<file path="config.mk">
export PLATFORM = sky130hd
export DESIGN_NAME = reg_client_top
export DESIGN_NICKNAME = d
export VERILOG_FILES = /design/src/rtl/reg_client_pkg.sv /design/src/rtl/client_pipe_if.sv /design/src/rtl/client_framer.sv /design/src/rtl/reg_client_top.sv /design/src/rtl/reg_exec.sv /design/src/rtl/reply_mux.sv
export SDC_FILE = /design/constraint.sdc
export NUM_CORES = 1
export LEC_CHECK = 0
export BUFFER_PORTS_ARGS = -buffer_cell sky130_fd_sc_hd__buf_2
export CELL_PAD_IN_SITES_DETAIL_PLACEMENT = 1
export CELL_PAD_IN_SITES_GLOBAL_PLACEMENT = 1
export CORE_ASPECT_RATIO = 1.5
export CORE_MARGIN = 2
export CORE_UTILIZATION = 50
export DETAILED_ROUTE_END_ITERATION = 10
export PLACE_DENSITY_LB_ADDON = 0.12
export SKIP_LAST_GASP = 1
export SLEW_MARGIN = 10
export SYNTH_ARGS = -nofsm -noshare
export SYNTH_HDL_FRONTEND = slang
export SYNTH_SLANG_ARGS = --single-unit
</file>
<file path="constraint.sdc">
create_clock -name clk -period 2.8 [get_ports clk]
set_input_delay 0.14 -clock clk [delete_from_list [all_inputs] [get_ports clk]]
set_output_delay 0.14 -clock clk [all_outputs]
set_load 0.02 [all_outputs]
</file>
<file path="src/rtl/reg_client_pkg.sv">
// ########################################
// Widths, op codes and register count of the register client
// len_c carries the remaining payload count plus len_bias
// ########################################
package reg_client_pkg;

	// Stream widths
	localparam int byte_w = 8;  // One stream byte
	localparam int len_w = 11;  // Width of the count-down length len_c

	// len_c sits this far above the number of bytes still to come
	localparam logic [len_w-1:0] len_bias = 11'd8;

	// Payload is built from 4-byte words
	localparam int word_bytes = 4;
	// Same value at the width of len_c, for the fit check
	localparam logic [len_w-1:0] word_len = len_w'(word_bytes);

	// Register file geometry
	localparam int reg_count = 16;  // Number of registers
	localparam int reg_aw = 4;  // Index width, covers reg_count
	localparam int reg_dw = 16;  // Two data bytes, high byte first

	// Command op byte, first byte of each command word
	localparam logic [byte_w-1:0] op_read = 8'h01;  // Data bytes replaced by register
	localparam logic [byte_w-1:0] op_write = 8'h02;  // Data bytes echoed, register written
	// Any other op is echoed with no effect

	// Reply latency from idata to odata in clock cycles
	// One register each in framer, exec and mux
	localparam int pipe_lat = 3;

endpackage

</file>
<file path="src/rtl/client_pipe_if.sv">
// ########################################
// Stage buses of the client pipeline
// One byte per cycle while strobe is high, no back-pressure
// ########################################
`timescale 1ns/10ps

// Framer to exec
interface frame_if;
	logic [reg_client_pkg::byte_w-1:0] byte_val;  // Registered input byte
	logic strobe;  // Byte belongs to the payload
	logic [1:0] byte_pos;  // Position within the 4-byte word
	logic in_nonce;  // Word 0 of the packet
	logic exec_ok;  // Whole word lies inside the payload
	modport src (output byte_val, strobe, byte_pos, in_nonce, exec_ok);
	modport dst (input byte_val, strobe, byte_pos, in_nonce, exec_ok);
endinterface

// Exec to output mux
interface reply_if;
	logic [reg_client_pkg::byte_w-1:0] byte_val;  // Byte one stage later
	logic strobe;
	logic [1:0] byte_pos;
	logic subst;  // Data byte of an executable read
	logic [reg_client_pkg::reg_dw-1:0] rd_word;  // Register contents or zero
	modport src (output byte_val, strobe, byte_pos, subst, rd_word);
	modport dst (input byte_val, strobe, byte_pos, subst, rd_word);
endinterface

</file>
<file path="src/rtl/client_framer.sv">
// ########################################
// Input stage, one register after idata
// len_c must be valid on every byte with raw_s high
// ########################################
`timescale 1ns/10ps

module client_framer (
	input  logic clk,
	input  logic arst_n,
	input  logic raw_s,  // Payload strobe
	input  logic [reg_client_pkg::byte_w-1:0] idata,
	input  logic [reg_client_pkg::len_w-1:0] len_c,  // Count-down length
	frame_if.src frame
);

	logic [reg_client_pkg::len_w-1:0] remain;  // Payload bytes left, this one included
	logic last_q;  // Previous byte closed its packet
	logic first;  // This byte opens a packet
	logic [1:0] pos_n;  // Word position of this byte

	assign remain = len_c - reg_client_pkg::len_bias;

	// New packet on a rising strobe, or right after a last byte
	// The second case covers packets sent with no gap
	assign first = raw_s && (!frame.strobe || last_q);

	// Position wraps every word, restarts with the packet
	assign pos_n = first ? 2'd0 : frame.byte_pos + 2'd1;

	always_ff @(posedge clk or negedge arst_n) begin
		if (!arst_n) begin
			frame.strobe <= 1'b0;
			frame.byte_pos <= 2'd0;
			frame.in_nonce <= 1'b0;
			frame.exec_ok <= 1'b0;
			last_q <= 1'b0;
		end else begin
			frame.strobe <= raw_s;
			// Only one byte left means this is the last one
			last_q <= raw_s && (remain == {{(reg_client_pkg::len_w-1){1'b0}}, 1'b1});
			if (raw_s) begin
				frame.byte_pos <= pos_n;
				if (first) begin
					frame.in_nonce <= 1'b1;  // Word 0 is the nonce
				end else if (pos_n == 2'd0) begin
					frame.in_nonce <= 1'b0;  // Nonce ends at the first word boundary
				end
				// Fit check once per word, held for bytes 1 to 3
				if (pos_n == 2'd0) begin
					frame.exec_ok <= (remain >= reg_client_pkg::word_len);
				end
			end else begin
				// Idle between packets
				frame.byte_pos <= 2'd0;
				frame.in_nonce <= 1'b0;
				frame.exec_ok <= 1'b0;
			end
		end
	end

	// Byte is payload only, qualified by strobe downstream
	always_ff @(posedge clk) begin
		frame.byte_val <= idata;
	end

endmodule

</file>
<file path="src/rtl/reg_client_top.sv">
// ########################################
// Register client, one reply byte on odata per input byte
// Fixed latency of three cycles, no handshake
// ########################################
`timescale 1ns/10ps

module reg_client_top (
	input  logic clk,
	input  logic arst_n,
	input  logic raw_s,  // Payload strobe from the host side
	input  logic [reg_client_pkg::byte_w-1:0] idata,
	input  logic [reg_client_pkg::len_w-1:0] len_c,
	output logic [reg_client_pkg::byte_w-1:0] odata  // Reply byte
);

	// Stage buses
	frame_if frame_bus ();  // Framer to exec
	reply_if reply_bus ();  // Exec to mux

	// Stage 1, word position and fit check
	client_framer client_framer_inst (
		.clk    (clk),
		.arst_n (arst_n),
		.raw_s  (raw_s),
		.idata  (idata),
		.len_c  (len_c),
		.frame  (frame_bus)
	);

	// Stage 2, commands and register file
	reg_exec reg_exec_inst (
		.clk    (clk),
		.arst_n (arst_n),
		.frame  (frame_bus),
		.reply  (reply_bus)
	);

	// Stage 3, read data substitution
	reply_mux reply_mux_inst (
		.clk    (clk),
		.arst_n (arst_n),
		.reply  (reply_bus),
		.odata  (odata)
	);

endmodule

</file>
<file path="src/rtl/reg_exec.sv">
// ########################################
// Command stage with the 16 x 16 register file
// Writes land as byte 3 leaves, reads see them from the next word on
// ########################################
`timescale 1ns/10ps

module reg_exec (
	input  logic clk,
	input  logic arst_n,
	frame_if.dst frame,
	reply_if.src reply
);

	logic [reg_client_pkg::byte_w-1:0] op_q;  // Op byte of the current word
	logic [reg_client_pkg::byte_w-1:0] addr_q;  // Address byte of the current word
	logic [reg_client_pkg::byte_w-1:0] hi_q;  // High data byte of a write
	logic [reg_client_pkg::reg_dw-1:0] regs [reg_client_pkg::reg_count];
	logic [reg_client_pkg::reg_aw-1:0] idx;
	logic in_range;
	logic cmd_ok;
	logic data_pos;
	logic rd_hit;
	logic wr_hit;

	// Low address bits index the file
	assign idx = addr_q[reg_client_pkg::reg_aw-1:0];
	// Any upper address bit set means out of range
	assign in_range = (addr_q[reg_client_pkg::byte_w-1:reg_client_pkg::reg_aw] == '0);

	// Command word that fits in the payload
	assign cmd_ok = frame.strobe && !frame.in_nonce && frame.exec_ok;

	// Positions 2 and 3 carry the data value
	assign data_pos = frame.byte_pos[1];

	// Read replaces both data bytes, also for out of range addresses
	assign rd_hit = cmd_ok && data_pos && (op_q == reg_client_pkg::op_read);

	// Write commits on the low data byte
	assign wr_hit = cmd_ok && (frame.byte_pos == 2'd3)
		&& (op_q == reg_client_pkg::op_write) && in_range;

	always_ff @(posedge clk or negedge arst_n) begin
		if (!arst_n) begin
			reply.strobe <= 1'b0;
			reply.byte_pos <= 2'd0;
			reply.subst <= 1'b0;
			op_q <= '0;
			addr_q <= '0;
			// Every register reads 0 after reset
			for (int i = 0; i < reg_client_pkg::reg_count; i++) begin
				regs[i] <= '0;
			end
		end else begin
			reply.strobe <= frame.strobe;
			reply.byte_pos <= frame.strobe ? frame.byte_pos : 2'd0;
			reply.subst <= rd_hit;
			// Op and address latch on bytes 0 and 1
			if (frame.strobe && (frame.byte_pos == 2'd0)) begin
				op_q <= frame.byte_val;
			end
			if (frame.strobe && (frame.byte_pos == 2'd1)) begin
				addr_q <= frame.byte_val;
			end
			if (wr_hit) begin
				regs[idx] <= {hi_q, frame.byte_val};  // High byte came first
			end
		end
	end

	// Data path, qualified by strobe and subst
	always_ff @(posedge clk) begin
		reply.byte_val <= frame.byte_val;
		// Lookup runs every cycle, mux picks it up on data bytes
		reply.rd_word <= in_range ? regs[idx] : '0;
		if (frame.strobe && (frame.byte_pos == 2'd2)) begin
			hi_q <= frame.byte_val;  // Held until byte 3
		end
	end

endmodule

</file>
<file path="src/rtl/reply_mux.sv">
// ########################################
// Output stage, odata is 0 while no reply byte is present
// ########################################
`timescale 1ns/10ps

module reply_mux (
	input  logic clk,
	input  logic arst_n,
	reply_if.dst reply,
	output logic [reg_client_pkg::byte_w-1:0] odata
);

	logic [reg_client_pkg::byte_w-1:0] sel;  // Reply byte before the register

	// Echo by default, read data on substituted bytes
	always_comb begin
		sel = reply.byte_val;
		if (reply.subst) begin
			if (reply.byte_pos == 2'd2) begin
				sel = reply.rd_word[reg_client_pkg::reg_dw-1:reg_client_pkg::byte_w];  // High half
			end else if (reply.byte_pos == 2'd3) begin
				sel = reply.rd_word[reg_client_pkg::byte_w-1:0];  // Low half
			end
		end
	end

	always_ff @(posedge clk or negedge arst_n) begin
		if (!arst_n) begin
			odata <= '0;
		end else begin
			odata <= reply.strobe ? sel : '0;  // Zero between packets
		end
	end

endmodule

</file>
# Yosys cells after proc, flatten, opt, wreduce, memory -nomap -nowiden

Index checks and enable logic that the tools add are counted.
W data, S select, Z words.

Add/subtract/negate cells: 2
$lt $le $gt $ge: 3
Equal/unequal tests: 10
Muxes and demuxes: 18
Bitwise gates (word level): 1
Reductions and logical operators: 19

Operators by type and width:

| operator                | count |
|---|---|
| $bwmux W256             | 1 |
| $bmux W16 S4            | 1 |
| $demux W16 S4           | 1 |
| $mux W16                | 3 |
| $mux W8                 | 4 |
| $logic_and A1 B1 Y1     | 13 |
| $eq A11 B1 Y1 const B   | 1 |
| $ge A11 B3 Y1 const B   | 1 |
| $sub A11 B4 Y11 const B | 1 |
| $eq A2 B2 Y1 const B    | 4 |
| $eq A8 B1 Y1 const B    | 1 |
| $eq A8 B2 Y1 const B    | 1 |
| $mux W2                 | 3 |
| $ge A5 B5 Y1 const B    | 1 |
| $lt A5 B1 Y1 const B    | 1 |
| $mux W1                 | 5 |
| $not A4 Y5              | 1 |
| $logic_not A2 Y1        | 2 |
| $logic_not A4 Y1        | 1 |
| $ne A3 B1 Y1 const B    | 1 |
| $add A2 B1 Y2 const B   | 1 |
| $eq A2 B1 Y1 const B    | 1 |
| $logic_not A1 Y1        | 2 |
| $ne A2 B1 Y1 const B    | 1 |
| $logic_or A1 B1 Y1      | 1 |

Flip-flop bits (word level): 330
Input port bits: 22
Output and inout port bits: 8
Word-level logic and storage cells: 84

# Logic depth before layout (Yosys ltp)

Gate-level depths: netlist of run 1.

Depth after elaboration: 8
Depth in mapped cells: 7
Mapped depth without buffers: 7

# By module

Synthesis of run 1 repeated with hierarchy kept, for this count alone.

Cell total of the unflattened synthesis: 889
Area, all modules: 14482.6 µm²

Modules (own cells, without submodules):

| module        | times used | cells an instance | area an instance (µm²) | seq. area each (µm²) |
|---|---|---|---|---|
| reg_exec      | 1          | 804               | 13446.6                | 7627.3 |
| client_framer | 1          | 47                | 565.5                  | 310.3 |
| reply_mux     | 1          | 38                | 470.5                  | 200.2 |

# Worst setup path before layout of run 1

Ideal clock, no wire load.

Path type: register -> register
From: register client_framer_inst.frame.in_nonce
To: register reg_exec_inst.regs[32] (netlist bit)
Library setup time: 125 ps
Data arrival time: 2125 ps
Data required time: 2675 ps
Path slack: 550 ps
Stages on the path, launching flop included: 7
Buffers on the path: 2
Clock period less this slack: 2250 ps
Cell sequence: dfrtp_1 > nor4b_4 > nand4_4 > buf_6 > nor4_4 > buf_8 > mux2_4

Word-level cells in the longest chain between the ends: 6

RTL lines:

| item                              | RTL line             | RTL |
|---|---|---|
| start, declared                   | client_pipe_if.sv:14 | `modport src (output byte_val, strobe, byte_pos, in_nonce, exec_ok);` |
| start signal, assigned            | client_framer.sv:34  | `frame.in_nonce <= 1'b0;` |
| start signal, assigned            | client_framer.sv:44  | `frame.in_nonce <= 1'b1;` |
| start signal, assigned            | client_framer.sv:46  | `frame.in_nonce <= 1'b0;` |
| $logic_not A1 Y1                  | reg_exec.sv:31       | `assign cmd_ok = frame.strobe && !frame.in_nonce && frame.exec_ok;` |
| $logic_and A1 B1 Y1 (2 in series) | reg_exec.sv:31       |  |
| $logic_and A1 B1 Y1               | reg_exec.sv:40       | `assign wr_hit = cmd_ok && (frame.byte_pos == 2'd3)` |
| $logic_and A1 B1 Y1 (2 in series) | reg_exec.sv:41       | `&& (op_q == reg_client_pkg::op_write) && in_range;` |
| end signal, assigned by index     | reg_exec.sv:66       | `regs[idx] <= {hi_q, frame.byte_val};` |
| end, declared                     | reg_exec.sv:17       | `logic [reg_client_pkg::reg_dw-1:0] regs [reg_client_pkg::reg_count];` |

Every way passes these cells.
A chain may end at the register's enable or synchronous reset.

# Worst setup path in the final report of run 1

From: register reg_exec_inst.addr_q[4] (netlist bit)
To: register reg_exec_inst.regs[61] (netlist bit)

Word-level cells in the longest chain between the ends: 2

RTL lines:

| item                   | RTL line       | RTL |
|---|---|---|
| start, declared        | reg_exec.sv:15 | `logic [reg_client_pkg::byte_w-1:0] addr_q;` |
| start signal, assigned | reg_exec.sv:63 | `addr_q <= frame.byte_val;` |
| $logic_not A4 Y1       | reg_exec.sv:28 | `assign in_range = (addr_q[reg_client_pkg::byte_w-1:reg_client_pkg::reg_aw] == '0);` |
| $logic_and A1 B1 Y1    | reg_exec.sv:41 |  |

Every way passes these cells.

==> results.md, run 1 <==
- Status: complete, no violations
- Die ar.: 0.03071 mm^2
- R2R Setup Slk: 0.40 ns
- Flops & latches, synth: 330
- Leakage Power: 7.829 nW
- Count of final max-slew check failures: 0
- First-pass GRT wire length: 55660 um
- CTS tree: done
- Vias: 7900
- Worst Path Required: 3.20 ns
- Avg WL per Cell: 26.35 um
- Antenna violations before repair: 0
- Total Power: 10.25 mW
- Die Width: 143.8 um
- Routability-driven placement congestion ratio: 0.7801
- Post-synth EDFFs: 8
- Worst hold-check path type: in -> reg
- Synth area leaders: dfrtp_1 (50%), mux2_2 (16%), mux4_2 (9.8%)
- Startpoint Class: flop
- IO Count: 30
- # Max-Cap Violations: 0
- Initial Util: 50.85%
- Clock tree buffer depth: 3
- PnR worst setup slack: 0.4036 ns
- Core area: 0.02881 mm^2
- Post-Route WL: ~36000 um
- Root Driver: clkbuf_16
- Critical Path Sink Type: flop
- Hold Startpoint: len_c[10]
- Worst reg2reg path depth: 6
- FP Rows: 76
- Slew at the pin closest to its max-slew limit: 1.034 ns
- Clock Latency Late Sink: 0.53 ns
- CTS Buf Count: 34
- Largest net degree at the start of global routing: 99
- Cell count after synthesis: just under 900
- Main synth FF type: dfrtp_1
- Crit path time final: 2.396 ns
- Final Setup Violations: 0
- Placed Cells: approximately 1300
- Final period util: 85.58%
- Detail Route Antenna Nets: 0
- Post-place setup slack: 0.3997 ns
- Pre-antenna DRT Iters: 4
- Port bufs: 29
- Ant diodes: 0
- Max Clk Rate: 0.4173 GHz
- Distinct cells, synth: 42
- Worst-path fanout max: 16
- Synth Area per Inst: 16.59 um^2
- Post-synth ARST share: 87.88%
- RR Startpoint: reg_exec_inst.addr_q[4]
- Die Ht: 213.6 um
- RSZ-0062 raised after global routing: false
- Global Route Usage Sum: ~25%
- Clock sinks: 330
- Clk slew on worst S/H paths: 0.07 ns
- Via-per-instance ratio: 5.856
- Vias in the first global route: 9112
- Post-synth top area share: between 40% and 50%
- Yosys top cell by area: dfrtp_1
- Remaining Overflow, GRT: 0
- H-tree levels: 2
- Register area share after synthesis: a little under three fifths
- Dpl hpwl: approximately 22000 um
- Syn. warnings: 0
- Syn-to-layout area delta: 12.73%
- Initial DRC Count: 337
- Worst path arrival time: ~2.8 ns
- Critical path class: reg -> reg
- Post-Syn Area: 0.01465 mm^2
- Commonest non-fill, non-tap cell in the layout: dfrtp_1
- Final Skew: 0.02536 ns
- Hold Crit Endpoint: client_framer_inst.frame.exec_ok
- Final cell count without fillers: 1349
- Max_slew headroom: ~31%
- Net Count, Synth: 912
- Power per cell area: 620.4 mW/mm^2
- Layout cells sized above 1: 49.64%
- Hold Crit Depth: 5
- Setup TNS: 0 ns
- Peak supply drop: 0.3678 mV
- Most frequent cells in the layout: dfrtp_1 (287), mux2_2 (202), mux2_4 (70), mux4_2 (64), mux2i_1 (41)
- Final Hold Fails: 0
- RR Endpoint: reg_exec_inst.regs[61]
- DRC viols: 0
- Nets: 962
cell usage after synthesis, types with 2 or more instances:
| library cell | n |
|---|---|
| dfrtp_1 | 290 |
| mux2_2 | 202 |
| mux2_4 | 70 |
| mux4_2 | 64 |
| mux2i_1 | 41 |
| dfxtp_1 | 32 |
| clkbuf_1 | 30 |
| nand2_1 | 18 |
| o22ai_1 | 16 |
| buf_2 | 15 |
| nor4_4 | 11 |
| edfxtp_1 | 8 |
| o211a_1 | 8 |
| buf_8 | 7 |
| ha_1 | 7 |
| buf_1 | 6 |
| buf_6 | 6 |
| nand2b_1 | 6 |
| nor2_1 | 5 |
| o21ai_0 | 5 |
| and2_1 | 4 |
| inv_1 | 4 |
| nor3_1 | 4 |
| nand2_2 | 3 |
| and3_1 | 2 |
| nor4b_4 | 2 |
| o31ai_1 | 2 |
registers in the layout (all words and copies together), names as in the netlist:
name,cells
reg_exec_inst.regs,256
reg_exec_inst.reply.rd_word,16
client_framer_inst.frame.byte_val,8
reg_exec_inst.addr_q,8
reg_exec_inst.hi_q,8
reg_exec_inst.op_q,8
reg_exec_inst.reply.byte_val,8
reply_mux_inst.odata,8
client_framer_inst.frame.byte_pos,2
reg_exec_inst.reply.byte_pos,2
client_framer_inst.frame.exec_ok,1
client_framer_inst.frame.in_nonce,1
client_framer_inst.frame.strobe,1
client_framer_inst.last_q,1
reg_exec_inst.reply.strobe,1
reg_exec_inst.reply.subst,1
worst max-delay path: stages, from the launching register on:
cell and delay, ns:
dfrtp_1 0.42, nor4_4 0.36, nand4b_4 0.31, buf_4 0.29
nor4b_4 0.29, buf_12 0.23, mux2_2 0.36
worst max path at each step:
stage,startpoint,end,cells after the start
2_1_floorplan,client_framer_inst.frame.in_nonce,reg_exec_inst.regs[32],6
6_report,reg_exec_inst.addr_q[4],reg_exec_inst.regs[61],6
3_5_place_dp,reg_exec_inst.addr_q[5],reg_exec_inst.regs[56],6
5_1_grt,reg_exec_inst.addr_q[5],reg_exec_inst.regs[56],6
4_1_cts,reg_exec_inst.addr_q[5],reg_exec_inst.regs[56],6
3_3_place_gp,client_framer_inst.frame.in_nonce,reg_exec_inst.regs[180],6
power breakdown:
| part | internal, mW | leakage, nW | switching [mW] |
|---|---|---|---|
| sequential | 4.85 | 4.33 | 0.152 |
| clock | 2.53 | 0.531 | 1.84 |
| combinational | 0.364 | 2.97 | 0.518 |
| total | 7.74 | 7.83 | 2.51 |
timing repair:
action | CTS | global route
gates resized for setup | 0 | 0
hold endpoints to repair | 107 | 0
hold buffers | 13 | 0
buffers inserted | 0 | 0
through the flow:
step | hold WS, ns | util, % | cell area, um^2
final | 0.2064 | 57.32 | 16520
after global routing | 0.2485 | 57.32 | 16520
after CTS | 0.2011 | 57.32 | 16520
after detailed placement | 0.2341 | 53.14 | 15310
after global placement | 0.2103 | 53.14 | 15310
after floorplan | -0.1556 | - | 14650
cell type report:
| cell class | count | area, um^2 |
|---|---|---|
| clock inverter | 10 | 51.30 |
| clock buffer | 52 | 1022 |
| fill | 2602 | 12300 |
| timing repair buffer | 78 | 680.7 |
| sequential | 330 | 8144 |
| inverter | 4 | 15.01 |
| multi-input combinational | 485 | 6115 |
| tap | 390 | 488.0 |
logic make-up (layout without fill, tap and decap cells):
logic type / Yosys count / in the layout / synth area share, %
adder cells (fa/ha/maj): 7 / 7 / 0.5978
buffers and inverters: 68 / 144 / 2.716
multiplexers: 377 / 377 / 35.34
XOR/XNOR: 1 / 1 / 0.05979
AO/OA/AOI/OAI: 32 / 32 / 1.554
flip-flops: 330 / 330 / 55.55
AND/OR/NAND/NOR: 68 / 68 / 4.185
routing by layer:
| layer | wire (um) | share of wire, % | track usage, % | vias up |
|---|---|---|---|---|
| met3 | 1076 | 3.0 | 3.618 | 52 |
| li1 | - | - | - | 3378 |
| met4 | 806 | 2.3 | 6.660 | 0 |
| met2 | 18880 | 53 | 43.76 | 137 |
| met5 | 0 | 0 | 0 | - |
| met1 | 14790 | 42 | 31.37 | 4333 |
Note: power is estimated with default switching activity, not from simulation.
==> run 2: changes to the inputs <==
--- a/config.mk
+++ b/config.mk
@@ -10,7 +10,7 @@
 export CELL_PAD_IN_SITES_GLOBAL_PLACEMENT = 1
 export CORE_ASPECT_RATIO = 1.5
 export CORE_MARGIN = 2
-export CORE_UTILIZATION = 50
+export CORE_UTILIZATION = 49
 export DETAILED_ROUTE_END_ITERATION = 10
 export PLACE_DENSITY_LB_ADDON = 0.12
 export SKIP_LAST_GASP = 1
==> constraint.sdc (replaced) <==
create_clock -name clk -period 2 [get_ports clk]
set_input_delay 0.1 -clock clk [delete_from_list [all_inputs] [get_ports clk]]
set_output_delay 0.1 -clock clk [all_outputs]
set_load 0.02 [all_outputs]
==> results.md, run 2 (same netlist as run 1, synthesis figures left out) <==
- Final Skew: 0.01628 ns
- Leakage Power: 8.378 nW
- Count of final max-slew check failures: 0
- Worst path arrival time: approximately 2.7 ns
- Crit-path max cell delay: 0.41 ns
- Worst-path fanout max: 11
- R2R Setup Slk: -0.31 ns
- Port bufs: 29
- DRC viols: 0
- Nets: 1028
- Power per cell area: 832.2 mW/mm^2
- FP Rows: 77
- Antenna violations before repair: 0
- Largest reg by FF count: reg_exec_inst.regs
- IO Count: 30
- Post-place setup slack: -0.2835 ns
- # Max-Cap Violations: 0
- Die Ht: 215.8 um
- Root Driver: clkbuf_16
- Ant diodes: 0
- Clk slew on worst S/H paths: 0.06 ns
- Largest register FFs: approximately 260
- Worst hold-check path type: in -> reg
- Layout cells sized above 1: 52.69%
- Largest registers: reg_exec_inst.regs x256, reg_exec_inst.reply.rd_word x16
- PnR worst setup slack: -0.3139 ns
- Avg WL per Cell: ~28 um
- Core area: 0.02948 mm^2
- Slew at the pin closest to its max-slew limit: between 0.9 and 1 ns
- Die Width: 145.2 um
- Clock sinks: 330
- RSZ-0062 raised after global routing: true
- Routability-driven placement congestion ratio: 0.8159
- Die ar.: 0.03133 mm^2
- Critical Path Sink Type: flop
- Met2 wire len: roughly 21000 um
- Startpoint Class: flop
- Max_slew headroom: between 30% and 40%
- Total Power: 14.74 mW
- Vias in the first global route: 9367
- Worst path slowest cell: dfrtp_1
- Failing checks: setup timing
- Final hold slack: 0.06261 ns
- Initial Util: about half
- Placed Area: 0.01578 mm^2
- Syn-to-layout area delta: 20.86%
- Post-Route WL: 39130 um
- Initial DRC Count: 336
- Detail Route Antenna Nets: 0
- Commonest non-fill, non-tap cell in the layout: dfrtp_1
- Dpl hpwl: between 20000 and 25000 um
- Worst Path Required: about 2.4 ns
- Clock tree buffer depth: 3
- Largest net degree at the start of global routing: 84
- RR Endpoint: reg_exec_inst.regs[45]
- Wire length on met1: ~16000 um
- RR Startpoint: reg_exec_inst.addr_q[5]
- Status: complete, but fails checks
- Critical path class: reg -> reg
- Remaining Overflow, GRT: 0
- Clock Latency Late Sink: 0.53 ns
- Fin area: ~0.018 mm^2
- Via-per-instance ratio: 5.779
- Crit. Startpoint: reg_exec_inst.addr_q[5]
- Worst Setup EP: reg_exec_inst.regs[45]
- Vias: slightly above 8000
- Crit path time final: 2.314 ns
- Most frequent cells in the layout: dfrtp_1 (287), mux2_2 (165), mux2_4 (107), mux4_2 (64), clkbuf_16 (43)
- Top routing layer used: met4
- Setup TNS: -50.63 ns
- Final period util: 115.7%
- First-pass GRT wire length: approximately 60000 um
- Worst-path cell chain: nor4_4, nand4b_4, buf_12, buf_12, nor4_4, buf_4, buf_6, mux2_2
- Peak supply drop: 0.6894 mV
- CTS tree: done
- Final Hold Fails: 0
- Total length of routed met3 wires: 1162 um
- CTS Buf Count: 35
- H-tree levels: 2
- Worst reg2reg path depth: 8
- Global Route Usage Sum: 24.88%
- Max Clk Rate: 0.4322 GHz
- Pre-antenna DRT Iters: 5
- Final Setup Violations: 256
[run 2: cell types whose count changed in the layout (fill, tap and decap cells not counted), sizes merged]
| cell | previous run | this run |
|---|---|---|
| buf | 65 | 122 |
| bufinv | 0 | 2 |
| clkbuf | 52 | 60 |
| clkinv | 9 | 4 |
| clkinvlp | 1 | 0 |
| dlygate4sd3 | 13 | 15 |
| inv | 4 | 5 |
[run 2: power by group]
group	switching, mW	internal (mW)	total (mW)
registers	0.169	6.79	6.96
clock network	2.59	3.77	6.37
logic	0.816	0.591	1.41
total	3.58	11.2	14.7
[run 2: worst min-delay path by stage]
stage / cells after the start / endpoint / start / slack (ns)
finish: 3 / client_framer_inst.last_q / len_c[6] / 0.06
detailed placement: 1 / reg_exec_inst.regs[231] / arst_n / 0.17
floorplan: 0 / client_framer_inst.frame.byte_pos[0] / arst_n / -0.20
CTS: 3 / client_framer_inst.last_q / len_c[6] / 0.05
global placement: 1 / reg_exec_inst.regs[247] / arst_n / 0.16
global route: 3 / client_framer_inst.last_q / len_c[6] / 0.11
[run 2: area by class of cell]
| cell class | count | area (um^2) |
|---|---|---|
| fill | 2624 | 11780 |
| clock buffer | 54 | 1020 |
| sequential | 330 | 8144 |
| inverter | 4 | 15.01 |
| timing repair buffer | 143 | 1643 |
| clock inverter | 7 | 90.09 |
| tap | 395 | 494.2 |
| multi-input combinational | 485 | 6300 |
[run 2: layer usage]
| metal | track usage, % | up-vias |
|---|---|---|
| li1 | - | 3524 |
| met1 | 30.48 | 4457 |
| met2 | 46.52 | 156 |
| met3 | 2.918 | 58 |
| met4 | 6.732 | 0 |
| met5 | 0 | - |
[run 2: through the flow]
step	std cells	utilization (%)
3_3_place_gp	1319	53.53
5_1_grt	1418	60.06
2_1_floorplan	883	-
3_5_place_dp	1319	53.53
6_report	1418	60.06
4_1_cts	1405	58.63
[run 2: repair_timing]
action	CTS	global route
setup buffers	7	8
pin swaps	1	6
gates resized for setup	37	57
gates cloned	3	6
endpoints found under the hold margin	88	0
hold buffers	15	0
endpoints found under the setup margin	256	257
[run 2: critical path, delay by kind of cell (launching register included)]
| kind | cells | cell delay (ns) |
|---|---|---|
| mux | 1 | 0.35 |
| simple gates | 3 | 0.75 |
| buf+inv | 4 | 0.67 |
| flops | 1 | 0.41 |
==> run 3: changes to the inputs <==
--- a/config.mk
+++ b/config.mk
@@ -12,6 +12,7 @@
 export CORE_MARGIN = 2
 export CORE_UTILIZATION = 49
 export DETAILED_ROUTE_END_ITERATION = 10
+export GPL_TIMING_DRIVEN = 0
 export PLACE_DENSITY_LB_ADDON = 0.12
 export SKIP_LAST_GASP = 1
 export SLEW_MARGIN = 10
==> results.md, run 3 (same netlist as run 1, synthesis figures left out) <==
- Status: complete, but fails checks
- H-tree levels: 2
- Commonest non-fill, non-tap cell in the layout: dfrtp_1
- Crit-path max cell delay: 0.40 ns
- RR Startpoint: reg_exec_inst.op_q[5]
- Avg WL per Cell: roughly 29 um
- Routability-driven placement congestion ratio: 0.8496
- Core area: 0.02948 mm^2
- Setup TNS: -67.72 ns
- Final design utilization: 61.49%
- Hold Crit Endpoint: client_framer_inst.last_q
- Critical Path Sink Type: flop
- Post-Route WL: 41300 um
- RSZ-0062 raised after global routing: true
- Initial DRC Count: 406
- Final Hold Fails: 0
- Clock tree buffer depth: 3
- Most frequent cells in the layout: dfrtp_1 (289), mux2_4 (141), mux2_2 (131), mux4_2 (64), clkbuf_16 (45)
- Worst hold-check path type: in -> reg
- Failing checks: setup timing
- Nets: 1059
- Final period util: 118.7%
- First-pass GRT wire length: 59020 um
- FP Rows: 77
- Syn-to-layout area delta: 23.74%
- Via-per-instance ratio: 5.825
- R2R Setup Slk: -0.37 ns
- Root Driver: clkbuf_16
- DRC viols: 0
- Multi-input gate area: around 0.0065 mm^2
- Port bufs: 29
- Slew at the pin closest to its max-slew limit: 0.8156 ns
- Crit. Startpoint: reg_exec_inst.op_q[5]
- Startpoint Class: flop
- Remaining Overflow, GRT: 0
- Clk slew on worst S/H paths: 0.06 ns
- FILL cells: 2652
- Clock sinks: 330
- Final cell count without fillers: between 1000 and 1500
- Largest registers: reg_exec_inst.regs x256, reg_exec_inst.reply.rd_word x16
- IO Count: 30
- Largest net degree at the start of global routing: 120
- Flip-flop and latch area: 0.008139 mm^2
- Hold Crit Depth: 4
- Largest register FFs: 256
- Clock Latency Late Sink: 0.54 ns
- CTS tree: done
- Vias: 8441
- Worst Path Required: 2.40 ns
- CTS Buf Count: 34
- Leakage Power: between 8 and 9 nW
- Peak supply drop: between 0.6 and 0.7 mV
- Worst-path cell chain: nor4b_4, nand4_4, nor4_4, buf_4, buf_6, nand2b_4, buf_8, clkbuf_16, mux2_2
- Max Clk Rate: between 0.4 and 0.5 GHz
- Power per cell area: 810.4 mW/mm^2
- Critical path class: reg -> reg
- Die Width: roughly 150 um
- Largest reg by FF count: reg_exec_inst.regs
- Ant diodes: 0
- Antenna violations before repair: 1
- Count of final max-slew check failures: 0
- Max_slew headroom: 45.62%
- Pre-antenna DRT Iters: 4
- PnR worst setup slack: -0.3739 ns
- Final Setup Violations: roughly 260
- Crit path time final: 2.374 ns
- Final hold slack: roughly 0.10 ns
- Placed Cells: 1309
- Final Skew: ~0.023 ns
- Worst reg2reg path depth: 9
- Die Ht: roughly 220 um
- Dpl hpwl: 25140 um
- Worst path arrival time: between 2 and 3 ns
- Die ar.: between 0.03 and 0.04 mm^2
- Layout cells sized above 1: between 50% and 60%
- Detail Route Antenna Nets: 0
- Global Route Usage Sum: 25.35%
- Hold Startpoint: len_c[4]
- Worst path slowest cell: dfrtp_1
- RR Endpoint: reg_exec_inst.regs[222]
- Initial Util: 49.69%
- # Max-Cap Violations: 0
- Vias in the first global route: 9536
- Worst-path fanout max: 5
==> run 3: cell count changes in the layout (fill, tap and decap cells not counted), sizes merged <==
cell,previous run,this run
buf,122,120
clkinv,4,9
bufinv,2,1
clkinvlp,0,1
dlygate4sd3,15,16
clkbuf,60,85
clkdlybuf4s15,0,2
==> run 3: repair_timing <==
action                                  in CTS  in global routing
pin swaps                                   14                 10
setup buffers                               44                  9
cloned                                       5                 10
hold endpoints to repair                   109                  0
gates resized for setup                     76                132
endpoints found under the setup margin     274                265
hold buffers                                16                  0
==> run 3: report_power, final <==
part           total (mW)  leakage (nW)  switching, mW  internal [mW]
Clock                6.19         0.529           2.65           3.54
Combinational        1.56          3.69          0.943          0.617
Sequential           6.94          4.34          0.153           6.79
==> run 3: layer usage <==
layer  wire, um  global-route usage (%)
met2      22270                   46.62
met1      15820                   29.80
met4       1689                   10.36
met3       1517                   3.615
met5          8                       0
==> run 3: final cells by class <==
class	instances	area share (%)
clock buffer	48	5.377
inverter	4	0.08282
buffer	61	3.527
multi-input combinational	485	35.79
sequential	330	44.90
clock inverter	12	0.5176
timing repair buffer	114	7.088
tap	395	2.726
==> run 3: how the worst max path moves through the flow <==
stage | to | slack, ns | cells after the start
after global placement | reg_exec_inst.regs[147] | -4.03 | 1
final | reg_exec_inst.regs[222] | -0.37 | 9
after CTS | reg_exec_inst.regs[85] | -0.31 | 7
after global routing | reg_exec_inst.regs[12] | -0.43 | 8
after floorplan | reg_exec_inst.regs[32] | -0.24 | 6
after detailed placement | reg_exec_inst.reply.rd_word[12] | -1.0 | 6
==> run 3: critical path: cells and delay by family (launching register included) <==
kind                   cells  cell delay (ns)
and+or+nand+nor            4             0.97
buffers and inverters      4             0.60
DFF                        1             0.40
muxes                      1             0.26
==> run 3: through the flow <==
step | setup WS (ns) | cell area, um^2 | power [mW]
after CTS | -0.3123 | 17280 | 14.77
after global placement | -4.026 | 15320 | 8.377
final | -0.3739 | 18130 | 14.69
after detailed placement | -0.9956 | 15390 | 8.439
after global routing | -0.4264 | 18130 | 15.16
after floorplan | -0.2408 | 14680 | 7.866
